==> src/logic/packing_pkg.sv <==
`default_nettype none

package packing_pkg;

    // --------------------------------------------------
    // Board and gift list sizes
    // --------------------------------------------------
    localparam int BOARD_ROWS    = 16;   // Also the tallest region
    localparam int ROW_BITS      = 16;   // Also the widest region
    localparam int ROW_ADDR_BITS = 4;
    localparam int NUM_SHAPES    = 6;
    localparam int SHAPE_ID_BITS = 3;
    localparam int MAX_GIFTS     = 12;
    localparam int GIFT_IDX_BITS = 4;

    // --------------------------------------------------
    // Shape patterns
    // --------------------------------------------------
    localparam int SHAPE_SIZE    = 3;    // Side of the pattern box
    localparam int NUM_ROTATIONS = 4;
    localparam int ROT_BITS      = 2;

    // Word is {row2, row1, row0}, bit c of a row is column c
    localparam logic [SHAPE_SIZE*SHAPE_SIZE-1:0] BASE_SHAPES [NUM_SHAPES] = '{
        9'b111_110_110,
        9'b111_110_011,
        9'b011_111_110,
        9'b110_111_110,
        9'b111_001_111,
        9'b111_010_111
    };

    // Row view for picking one board row, cell view for rotating
    // Cell at row r, column c sits at cells[SHAPE_SIZE*r + c]
    typedef union packed {
        logic [SHAPE_SIZE-1:0][SHAPE_SIZE-1:0] rows;
        logic [SHAPE_SIZE*SHAPE_SIZE-1:0]      cells;
    } shape_cells_u;

endpackage

`default_nettype wire

==> src/logic/request_reader.sv <==
`default_nettype none

module request_reader (
    input  wire                                    clk,
    input  wire                                    rst_n,
    input  wire                                    s_tvalid,
    output logic                                   s_tready,
    input  wire  [31:0]                            s_tdata,
    input  wire                                    busy,
    output logic [7:0]                             region_w,
    output logic [7:0]                             region_h,
    output logic                                   list_clear,
    output logic                                   gift_wr,
    output logic [packing_pkg::SHAPE_ID_BITS-1:0]  gift_wr_id,
    output logic                                   start
);

    typedef enum logic [1:0] {
        S_HEADER,
        S_COUNTS,
        S_EXPAND
    } state_e;

    state_e                                state;
    logic [packing_pkg::SHAPE_ID_BITS-1:0] shape_idx;   // Count word, then expand cursor
    logic [7:0]                            counts [packing_pkg::NUM_SHAPES];
    logic [10:0]                           gift_total;  // Sum of all six counts

    always_ff @(posedge clk or negedge rst_n) begin
        if (!rst_n) begin
            state      <= S_HEADER;
            s_tready   <= 1'b0;
            region_w   <= '0;
            region_h   <= '0;
            list_clear <= 1'b0;
            gift_wr    <= 1'b0;
            gift_wr_id <= '0;
            start      <= 1'b0;
            shape_idx  <= '0;
            gift_total <= '0;
        end else begin
            list_clear <= 1'b0;
            gift_wr    <= 1'b0;
            start      <= 1'b0;
            case (state)
                S_HEADER: begin
                    // Hold off while the previous request is still solving
                    s_tready <= !busy && !start;
                    if (s_tvalid && s_tready) begin
                        region_w   <= s_tdata[15:8];
                        region_h   <= s_tdata[7:0];
                        list_clear <= 1'b1;
                        shape_idx  <= '0;
                        gift_total <= '0;
                        s_tready   <= 1'b1;
                        state      <= S_COUNTS;
                    end
                end
                S_COUNTS: begin
                    if (s_tvalid && s_tready) begin
                        counts[shape_idx] <= s_tdata[7:0];
                        gift_total        <= gift_total + s_tdata[7:0];
                        if (shape_idx == packing_pkg::NUM_SHAPES - 1) begin
                            s_tready  <= 1'b0;
                            shape_idx <= '0;
                            state     <= S_EXPAND;
                        end else begin
                            shape_idx <= shape_idx + 1'b1;
                        end
                    end
                end
                S_EXPAND: begin
                    // One append per cycle, one extra cycle to leave each shape
                    if (counts[shape_idx] != 8'd0) begin
                        gift_wr           <= 1'b1;
                        gift_wr_id        <= shape_idx;
                        counts[shape_idx] <= counts[shape_idx] - 1'b1;
                    end else if (shape_idx == packing_pkg::NUM_SHAPES - 1) begin
                        start <= 1'b1;
                        state <= S_HEADER;
                    end else begin
                        shape_idx <= shape_idx + 1'b1;
                    end
                end
                default: state <= S_HEADER;
            endcase
        end
    end

    // Request must fit the gift list and the 16x16 board
    a_request_fits: assert property (@(posedge clk) disable iff (!rst_n)
        state == S_EXPAND |-> gift_total <= packing_pkg::MAX_GIFTS
            && region_w <= packing_pkg::ROW_BITS && region_h <= packing_pkg::BOARD_ROWS);

endmodule

`default_nettype wire

==> src/logic/gift_list.sv <==
`default_nettype none

module gift_list (
    input  wire                                    clk,
    input  wire                                    rst_n,
    input  wire                                    list_clear,
    input  wire                                    gift_wr,
    input  wire  [packing_pkg::SHAPE_ID_BITS-1:0]  gift_wr_id,
    input  wire  [packing_pkg::GIFT_IDX_BITS-1:0]  gift_rd_idx,
    output logic [packing_pkg::SHAPE_ID_BITS-1:0]  gift_rd_id,
    output logic [packing_pkg::GIFT_IDX_BITS-1:0]  gift_count
);

    logic [packing_pkg::SHAPE_ID_BITS-1:0] ids [packing_pkg::MAX_GIFTS];

    always_ff @(posedge clk or negedge rst_n) begin
        if (!rst_n) begin
            gift_count <= '0;
        end else if (list_clear) begin
            gift_count <= '0;
        end else if (gift_wr) begin
            gift_count <= gift_count + 1'b1;
        end
    end

    always_ff @(posedge clk) begin
        if (gift_wr && !list_clear)
            ids[gift_count] <= gift_wr_id;    // Append at the tail
    end

    assign gift_rd_id = ids[gift_rd_idx];

    // Reader never overfills the list
    a_no_overflow: assert property (@(posedge clk) disable iff (!rst_n)
        gift_wr |-> gift_count < packing_pkg::MAX_GIFTS);

    // Solver only walks stored entries
    a_read_in_range: assert property (@(posedge clk) disable iff (!rst_n)
        gift_count != '0 |-> gift_rd_idx < gift_count);

endmodule

`default_nettype wire

==> src/logic/board_ram.sv <==
`default_nettype none

module board_ram (
    input  wire                                    clk,
    input  wire                                    wr_en,
    input  wire  [packing_pkg::ROW_ADDR_BITS-1:0]  addr,
    input  wire  [packing_pkg::ROW_BITS-1:0]       wr_row,
    output logic [packing_pkg::ROW_BITS-1:0]       rd_row
);

    // One occupancy bit per cell
    logic [packing_pkg::ROW_BITS-1:0] rows [packing_pkg::BOARD_ROWS];

    always_ff @(posedge clk) begin
        if (wr_en)
            rows[addr] <= wr_row;
        rd_row <= rows[addr];   // Old data on a same-address write
    end

endmodule

`default_nettype wire

==> src/logic/shape_rotator.sv <==
`default_nettype none

module shape_rotator (
    input  wire  [packing_pkg::SHAPE_ID_BITS-1:0] shape_id,
    input  wire  [packing_pkg::ROT_BITS-1:0]      rotation,
    input  wire  [7:0]                            pos_x,
    input  wire  [1:0]                            rel_row,
    output logic [packing_pkg::ROW_BITS-1:0]      row_mask,
    output logic                                  spill
);

    localparam int SZ = packing_pkg::SHAPE_SIZE;
    localparam int WIDE_BITS = packing_pkg::ROW_BITS + SZ - 1;

    packing_pkg::shape_cells_u turned;
    packing_pkg::shape_cells_u step;
    logic [SZ-1:0]             sel_row;
    logic [WIDE_BITS-1:0]      wide;

    always_comb begin
        turned.cells = packing_pkg::BASE_SHAPES[shape_id];
        step         = turned;
        // Quarter turns, (r, c) moves to (c, SZ-1-r)
        for (int q = 0; q < packing_pkg::NUM_ROTATIONS - 1; q++) begin
            if (q < rotation) begin
                for (int r = 0; r < SZ; r++) begin
                    for (int c = 0; c < SZ; c++)
                        step.cells[SZ*c + SZ-1-r] = turned.cells[SZ*r + c];
                end
                turned = step;
            end
        end
    end

    assign sel_row = (rel_row < SZ) ? turned.rows[rel_row] : '0;
    assign wide    = {{(packing_pkg::ROW_BITS-1){1'b0}}, sel_row} << pos_x;

    assign row_mask = wide[packing_pkg::ROW_BITS-1:0];
    // Cells pushed past the right edge of the board
    assign spill = (|wide[WIDE_BITS-1:packing_pkg::ROW_BITS])
                || (pos_x >= packing_pkg::ROW_BITS && sel_row != '0);

endmodule

`default_nettype wire

==> src/logic/placement_solver.sv <==
`default_nettype none

module placement_solver (
    input  wire                                    clk,
    input  wire                                    rst_n,
    input  wire                                    start,
    input  wire  [7:0]                             region_w,
    input  wire  [7:0]                             region_h,
    input  wire  [packing_pkg::SHAPE_ID_BITS-1:0]  gift_rd_id,
    input  wire  [packing_pkg::GIFT_IDX_BITS-1:0]  gift_count,
    input  wire                                    m_tready,
    output logic [packing_pkg::GIFT_IDX_BITS-1:0]  gift_rd_idx,
    output logic                                   busy,
    output logic                                   m_tvalid,
    output logic                                   m_tlast,
    output logic [31:0]                            m_tdata
);

    localparam int RB = packing_pkg::ROW_BITS;

    typedef enum logic [3:0] {
        S_IDLE, S_CLEAR, S_BEGIN,
        S_CHK_ADDR, S_CHK_WAIT, S_CHK_VERIFY, S_CHK_WRITE,
        S_NEXT, S_UNDO_ADDR, S_UNDO_WAIT, S_UNDO_WRITE,
        S_OUTPUT
    } state_e;

    state_e                                state;
    logic [packing_pkg::GIFT_IDX_BITS-1:0] gift_ptr;
    logic [7:0]                            stack_x   [packing_pkg::MAX_GIFTS];
    logic [7:0]                            stack_y   [packing_pkg::MAX_GIFTS];
    logic [packing_pkg::ROT_BITS-1:0]      stack_rot [packing_pkg::MAX_GIFTS];
    logic [RB-1:0]                         merged    [packing_pkg::SHAPE_SIZE];
    logic [1:0]                            row_iter;
    logic [packing_pkg::ROW_ADDR_BITS-1:0] clear_row, ram_addr;
    logic                                  ram_wen, spill, row_fail;
    logic [RB-1:0]                         ram_wdata, ram_rdata, row_mask, in_w_mask;
    logic [RB:0]                           w_lim;
    logic [7:0]                            abs_row;

    board_ram i_board_ram (
        .clk    (clk),
        .wr_en  (ram_wen),
        .addr   (ram_addr),
        .wr_row (ram_wdata),
        .rd_row (ram_rdata)
    );

    shape_rotator i_shape_rotator (
        .shape_id (gift_rd_id),
        .rotation (stack_rot[gift_ptr]),
        .pos_x    (stack_x[gift_ptr]),
        .rel_row  (row_iter),
        .row_mask (row_mask),
        .spill    (spill)
    );

    // --------------------------------------------------
    // Row check against board and region
    // --------------------------------------------------
    assign abs_row   = stack_y[gift_ptr] + row_iter;
    assign w_lim     = {{RB{1'b0}}, 1'b1} << region_w;
    assign in_w_mask = w_lim[RB-1:0] - 1'b1;   // All ones for a full-width region
    assign row_fail  = spill || (row_mask & ~in_w_mask) != '0
                    || (row_mask & ram_rdata) != '0
                    || (abs_row >= region_h && row_mask != '0);

    assign gift_rd_idx = gift_ptr;
    assign m_tlast     = m_tvalid;   // Single-word result

    // --------------------------------------------------
    // Search FSM
    // --------------------------------------------------
    always_ff @(posedge clk or negedge rst_n) begin
        if (!rst_n) begin
            state     <= S_IDLE;
            busy      <= 1'b0;
            m_tvalid  <= 1'b0;
            gift_ptr  <= '0;
            row_iter  <= '0;
            clear_row <= '0;
            ram_addr  <= '0;
            ram_wen   <= 1'b0;
        end else begin
            ram_wen <= 1'b0;
            case (state)
                S_IDLE: begin
                    if (start) begin
                        busy      <= 1'b1;
                        clear_row <= '0;
                        state     <= S_CLEAR;
                    end
                end
                S_CLEAR: begin
                    ram_addr  <= clear_row;
                    ram_wdata <= '0;
                    ram_wen   <= 1'b1;
                    clear_row <= clear_row + 1'b1;
                    if (clear_row == packing_pkg::BOARD_ROWS - 1)
                        state <= S_BEGIN;
                end
                S_BEGIN: begin
                    if (gift_count == '0) begin
                        m_tdata <= 32'd1;   // Nothing to place
                        state   <= S_OUTPUT;
                    end else begin
                        gift_ptr     <= '0;
                        stack_x[0]   <= '0;
                        stack_y[0]   <= '0;
                        stack_rot[0] <= '0;
                        row_iter     <= '0;
                        state        <= S_CHK_ADDR;
                    end
                end
                S_CHK_ADDR: begin
                    ram_addr <= abs_row[packing_pkg::ROW_ADDR_BITS-1:0];
                    state    <= S_CHK_WAIT;
                end
                S_CHK_WAIT: state <= S_CHK_VERIFY;
                S_CHK_VERIFY: begin
                    if (row_fail) begin
                        state <= S_NEXT;
                    end else begin
                        merged[row_iter] <= ram_rdata | row_mask;
                        if (row_iter == packing_pkg::SHAPE_SIZE - 1) begin
                            row_iter <= '0;
                            state    <= S_CHK_WRITE;
                        end else begin
                            row_iter <= row_iter + 1'b1;
                            state    <= S_CHK_ADDR;
                        end
                    end
                end
                S_CHK_WRITE: begin
                    // All rows passed, commit one row per cycle
                    ram_addr  <= abs_row[packing_pkg::ROW_ADDR_BITS-1:0];
                    ram_wdata <= merged[row_iter];
                    ram_wen   <= abs_row < region_h;
                    if (row_iter != packing_pkg::SHAPE_SIZE - 1) begin
                        row_iter <= row_iter + 1'b1;
                    end else if (gift_ptr == gift_count - 1'b1) begin
                        m_tdata  <= 32'd1;
                        gift_ptr <= '0;
                        state    <= S_OUTPUT;
                    end else begin
                        gift_ptr                   <= gift_ptr + 1'b1;
                        stack_x[gift_ptr + 1'b1]   <= '0;
                        stack_y[gift_ptr + 1'b1]   <= '0;
                        stack_rot[gift_ptr + 1'b1] <= '0;
                        row_iter                   <= '0;
                        state                      <= S_CHK_ADDR;
                    end
                end
                S_NEXT: begin
                    row_iter <= '0;
                    state    <= S_CHK_ADDR;
                    // Orientation first, then x, then y
                    if (stack_rot[gift_ptr] < packing_pkg::NUM_ROTATIONS - 1) begin
                        stack_rot[gift_ptr] <= stack_rot[gift_ptr] + 1'b1;
                    end else if (stack_x[gift_ptr] + 8'd1 < region_w) begin
                        stack_rot[gift_ptr] <= '0;
                        stack_x[gift_ptr]   <= stack_x[gift_ptr] + 1'b1;
                    end else if (stack_y[gift_ptr] + 8'd1 < region_h) begin
                        stack_rot[gift_ptr] <= '0;
                        stack_x[gift_ptr]   <= '0;
                        stack_y[gift_ptr]   <= stack_y[gift_ptr] + 1'b1;
                    end else if (gift_ptr == '0) begin
                        m_tdata <= 32'd0;   // Search space exhausted
                        state   <= S_OUTPUT;
                    end else begin
                        gift_ptr <= gift_ptr - 1'b1;   // Pop, then lift that gift
                        state    <= S_UNDO_ADDR;
                    end
                end
                S_UNDO_ADDR: begin
                    ram_addr <= abs_row[packing_pkg::ROW_ADDR_BITS-1:0];
                    state    <= S_UNDO_WAIT;
                end
                S_UNDO_WAIT: state <= S_UNDO_WRITE;
                S_UNDO_WRITE: begin
                    ram_wdata <= ram_rdata & ~row_mask;
                    ram_wen   <= abs_row < region_h;
                    if (row_iter == packing_pkg::SHAPE_SIZE - 1) begin
                        row_iter <= '0;
                        state    <= S_NEXT;
                    end else begin
                        row_iter <= row_iter + 1'b1;
                        state    <= S_UNDO_ADDR;
                    end
                end
                S_OUTPUT: begin
                    m_tvalid <= 1'b1;
                    if (m_tvalid && m_tready) begin
                        m_tvalid <= 1'b0;
                        busy     <= 1'b0;
                        state    <= S_IDLE;
                    end
                end
                default: state <= S_IDLE;
            endcase
        end
    end

    // Result word holds under back-pressure
    a_result_stable: assert property (@(posedge clk) disable iff (!rst_n)
        m_tvalid && !m_tready |=> m_tvalid && $stable(m_tdata));

endmodule

`default_nettype wire

==> src/logic/packing_top.sv <==
`default_nettype none

module packing_top (
    input  wire         clk,
    input  wire         rst_n,
    input  wire         s_tvalid,
    output logic        s_tready,
    input  wire  [31:0] s_tdata,
    output logic        m_tvalid,
    input  wire         m_tready,
    output logic        m_tlast,
    output logic [31:0] m_tdata
);

    logic [7:0]                            region_w, region_h;
    logic                                  busy, start, list_clear, gift_wr;
    logic [packing_pkg::SHAPE_ID_BITS-1:0] gift_wr_id, gift_rd_id;
    logic [packing_pkg::GIFT_IDX_BITS-1:0] gift_rd_idx, gift_count;

    // --------------------------------------------------
    // Request in, gift list, search and result out
    // --------------------------------------------------
    request_reader i_request_reader (
        .clk        (clk),
        .rst_n      (rst_n),
        .s_tvalid   (s_tvalid),
        .s_tready   (s_tready),
        .s_tdata    (s_tdata),
        .busy       (busy),
        .region_w   (region_w),
        .region_h   (region_h),
        .list_clear (list_clear),
        .gift_wr    (gift_wr),
        .gift_wr_id (gift_wr_id),
        .start      (start)
    );

    gift_list i_gift_list (
        .clk         (clk),
        .rst_n       (rst_n),
        .list_clear  (list_clear),
        .gift_wr     (gift_wr),
        .gift_wr_id  (gift_wr_id),
        .gift_rd_idx (gift_rd_idx),
        .gift_rd_id  (gift_rd_id),
        .gift_count  (gift_count)
    );

    placement_solver i_placement_solver (
        .clk         (clk),
        .rst_n       (rst_n),
        .start       (start),
        .region_w    (region_w),
        .region_h    (region_h),
        .gift_rd_id  (gift_rd_id),
        .gift_count  (gift_count),
        .m_tready    (m_tready),
        .gift_rd_idx (gift_rd_idx),
        .busy        (busy),
        .m_tvalid    (m_tvalid),
        .m_tlast     (m_tlast),
        .m_tdata     (m_tdata)
    );

endmodule

`default_nettype wire

==> config.mk <==
export PLATFORM = sky130hd
export DESIGN_NAME = packing_top
export DESIGN_NICKNAME = d
export VERILOG_FILES = /design/src/logic/packing_pkg.sv /design/src/logic/request_reader.sv /design/src/logic/gift_list.sv /design/src/logic/board_ram.sv /design/src/logic/shape_rotator.sv /design/src/logic/placement_solver.sv /design/src/logic/packing_top.sv
export SDC_FILE = /design/constraint.sdc
export NUM_CORES = 1
export LEC_CHECK = 0
export BUFFER_PORTS_ARGS = -buffer_cell sky130_fd_sc_hd__buf_2
export CAP_MARGIN = 0
export CORE_UTILIZATION = 55
export CTS_BUF_LIST = sky130_fd_sc_hd__clkbuf_4
export DETAILED_ROUTE_END_ITERATION = 7
export HOLD_SLACK_MARGIN = 0.1
export PLACE_DENSITY = 0.71
export SYNTH_ARGS = -nofsm -noshare
export SYNTH_HDL_FRONTEND = slang
export SYNTH_SLANG_ARGS = --single-unit
==> constraint.sdc <==
create_clock -name clk -period 13.66 [get_ports clk]
set_input_delay 1.366 -clock clk [delete_from_list [all_inputs] [get_ports clk]]
set_output_delay 1.366 -clock clk [all_outputs]
set_load 0.005 [all_outputs]
==> impl_metrics.toml <==
[power]
p_clk_share_pct = 24.3
swShare_pct = 37.3
vdd_ir_drop_max_mv = 0.120
p_leak_nw = 11.2
seq_power_share_pct = 38.8
intPower_w = 0.00460
combPwrFrac_pct = 36.9
cellPowerDensity_nw_per_um2 = 216
power.switching_w = 0.00273

[finish]
post-route-util_pct = 61.5
nets = 2228
area_growth_pct = 10.1
fillers = 4098
multiInputGateArea_um2 = 9800
drive_gt1_share_pct = 25.3
seqCellArea_um2 = 20300

[detailed_routing]
wl_per_cell_um = 22.5
postRouteAntennaNets = 0
routed_wl_um = 68500
via_count = 18313
avgViaCountPerCell = 6.02
drc = 0
firstDrtPassIters = 5
drt-initial-drc-count = 1602

[grt]
grt_max_degree = 63
grt_antenna_before_repair = 3
grt_pass1_vias = 18214
grt_pass1_wl_um = 106000
grt.overflow.total = 0
grt_use_total_pct = 24.9

[yosys]
synth_compound_area_share_pct = 6.72
ys.warnings.count = 0
synth_edf_count = 621
synth-simple-area-share_pct = 7.98
synthFlopType = "edfxtp_1"
syn_area_um2 = 30800
async_flop_share_pct = 7.68
avgSynthCellArea_um2 = 15.3
yosys-top-cells-area = "edfxtp_1 (60%), mux4_2 (11%), dfrtp_1 (4.3%), nor2_1 (2.0%), ha_1 (1.8%)"
ys_ff_latch = 690
netlist.top_cell.by_area = "edfxtp_1"
synthAdderAreaFrac_pct = 1.89
synth_cell_types = 96
synth-xor-area-share_pct = 1.05
synth.yosys.seq_area_share_pct = 65.8
synth_top_family_by_area = "multiplexers"
syn_inst = 2012
synth.area.mux_share_pct = 13.6
yosysTopAreaCellShare_pct = 60.5

[clocking]
path_clk_slew_ps = 70
hold_buffers = 0
cts_sinks = 690
cts_tree = "built"
cts_buffers = 174
cts_setup_buffers = 0
root_buffer = "clkbuf_4"
h-tree-depth = 4
insertion_delay_ps = 1030
cts-resized-gates = 0
clock_path_buffers = 3

[hold_path]
min_from = "i_request_reader.list_clear"
hold_class = "register to register"

[placement]
place_hpwl_um = 44100
io_buffers = 23
globalplace.congestion = 0.941

[timing]
relSlewSlack_pct = 21.3
setup_viol = 0
finalHoldViolCount = 0
worst_slew_pin_slew_ps = 1180
grt_setup_unrepaired = "false"
fin_tns_setup_ps = 0
fin_crit_sh_pct = 55.0
slew_viol_final = 0
fmax_mhz = 133
fin_worst_skew_ps = 59.6
fin_crit_ps = 7520

[worst_setup_path]
crit_fanout = 55
r2r-start = "i_placement_solver.gift_rd_idx[0]"
r2r_end = "i_placement_solver.merged[1][2]"
worst-r2r-cell-count = 18
r2r_slack_ps = 6140
arrival_ps = 8180
required_ps = 14330
setup.worst_path.end = "i_placement_solver.merged[1][2]"
critPathKind = "register to register"
crit_start = "i_placement_solver.gift_rd_idx[0]"
crit_path_end_kind = "register"
cp-start-kind = "register"

[die]
dieArea_um2 = 57000
start_util_pct = 55.9
rows = 86
io_pins = 71
coreArea_um2 = 55200
die_w_um = 239
die_h_um = 239

[outcome]
outcome = "finished, final reports clean"

[job]
cap_violations = 0
==> power groups by stage <==
stage	Combinational, W	Sequential [W]	Clock, W
floorplan	0.00217	0.00270	0
global placement	0.00264	0.00288	0
detailed placement	0.00268	0.00289	0
CTS	0.00269	0.00285	0.00182
global route	0.00296	0.00288	0.00193
finish	0.00271	0.00285	0.00178
==> critical path, cell delays in order, from the launching register on <==
cell and delay, ps:
dfrtp_4 1040, buf_4 710, mux2_2 400, mux4_2 550
a21boi_4 290, inv_4 110, ha_1 440, and3_1 290
a31oi_2 450, nand2_2 190, o32ai_2 320, a311oi_2 120
a32oi_2 410, o32a_2 260, a31oi_1 110, a2111oi_2 610
nand4_1 260, nor3b_2 230, buf_4 310
==> synth_stat cells, types with 32 or more instances <==
master    instances
edfxtp_1        621
nor2_1          164
mux4_2          145
nand2_1         139
o21ai_0          74
a21oi_1          73
clkbuf_1         63
dfrtp_1          53
mux2i_1          49
ha_1             45
inv_1            41
nor3_1           39
buf_4            36
nand3_1          35
mux2_2           32
==> per-layer routing <==
metal  vias to the layer above  global-route usage [%]  wire length, µm
met5                         -                       0                0
met4                         0                    9.11             1700
met3                       126                    6.18             5010
met2                       752                    38.3            33000
met1                      9227                    34.5            28700
li1                       8208                       -                -
==> registers in the layout, summed over array words and instances, names as in the netlist, 2 cells and up <==
signal	flops
i_placement_solver.i_board_ram.rows	256
i_placement_solver.stack_x	96
i_placement_solver.stack_y	96
i_placement_solver.merged	48
i_request_reader.counts	48
i_gift_list.ids	36
i_placement_solver.stack_rot	24
i_placement_solver.i_board_ram.rd_row	16
i_placement_solver.ram_wdata	16
i_request_reader.region_h	8
i_request_reader.region_w	8
i_gift_list.gift_count	4
i_placement_solver.clear_row	4
i_placement_solver.gift_rd_idx	4
i_placement_solver.ram_addr	4
i_placement_solver.state	4
i_request_reader.gift_wr_id	3
i_request_reader.shape_idx	3
i_placement_solver.row_iter	2
i_request_reader.state	2
==> kinds of logic (layout without fill, tap and decap cells) <==
family,count (synthesis),after routing
other,1,36
and+or+nand+nor,520,520
buffers and inverters,179,427
muxes,230,230
DFF,690,690
adders and majority gates,46,46
AOI/OAI and AO/OA,309,309
xor gates and xnor gates,37,37
==> worst min-delay path by stage <==
stage / to / slack, ps / cells past startpoint
detailed placement: i_gift_list.gift_count[3] / 490 / 1
floorplan: i_gift_list.gift_count[0] / 460 / 1
CTS: i_gift_list.gift_count[0] / 510 / 1
global placement: i_request_reader.region_h[4] / 490 / 1
finish: i_gift_list.gift_count[0] / 500 / 1
global route: i_gift_list.gift_count[3] / 530 / 1
==> layout by cell type, fill, tap and decap left out, types with 23 or more instances in the layout <==
cell | Yosys | final
nand3_1 | 35 | 35
mux2_2 | 32 | 32
a21oi_1 | 73 | 73
nor3_1 | 39 | 35
clkinv_1 | 1 | 48
clkbuf_4 | 0 | 250
nor2_1 | 164 | 152
nand2_1 | 139 | 139
ha_1 | 45 | 45
buf_4 | 36 | 39
nand2b_1 | 23 | 23
conb_1 | 1 | 31
inv_1 | 41 | 41
edfxtp_1 | 621 | 621
mux2i_1 | 49 | 49
mux4_2 | 145 | 145
o21ai_0 | 74 | 74
buf_2 | 12 | 23
dfrtp_1 | 53 | 48
==> through the flow <==
| stage | hold WS [ps] | instances | total power, W | setup slack, ps | cell area, µm² |
|---|---|---|---|---|---|
| after floorplan | 464 | 2042 | 0.00486 | 6470 | 30900 |
| after global placement | 494 | 2718 | 0.00552 | 6320 | 31600 |
| after detailed placement | 491 | 2718 | 0.00558 | 6150 | 31600 |
| after CTS | 509 | 3038 | 0.00736 | 6100 | 33900 |
| after global routing | 526 | 3043 | 0.00778 | 5650 | 34000 |
| final | 503 | 3043 | 0.00733 | 6140 | 34000 |
==> final cells by class <==
| type | instances | area share [%] |
|---|---|---|
| Antenna cell | 5 | 0.0368 |
| Clock buffer | 250 | 5.53 |
| Clock inverter | 70 | 1.31 |
| Inverter | 45 | 0.505 |
| Multi-Input combinational cell | 1173 | 28.9 |
| Sequential cell | 690 | 59.8 |
| Tap cell | 748 | 2.76 |
| Timing Repair Buffer | 62 | 1.20 |
Note: power is estimated with default switching activity, not from simulation.
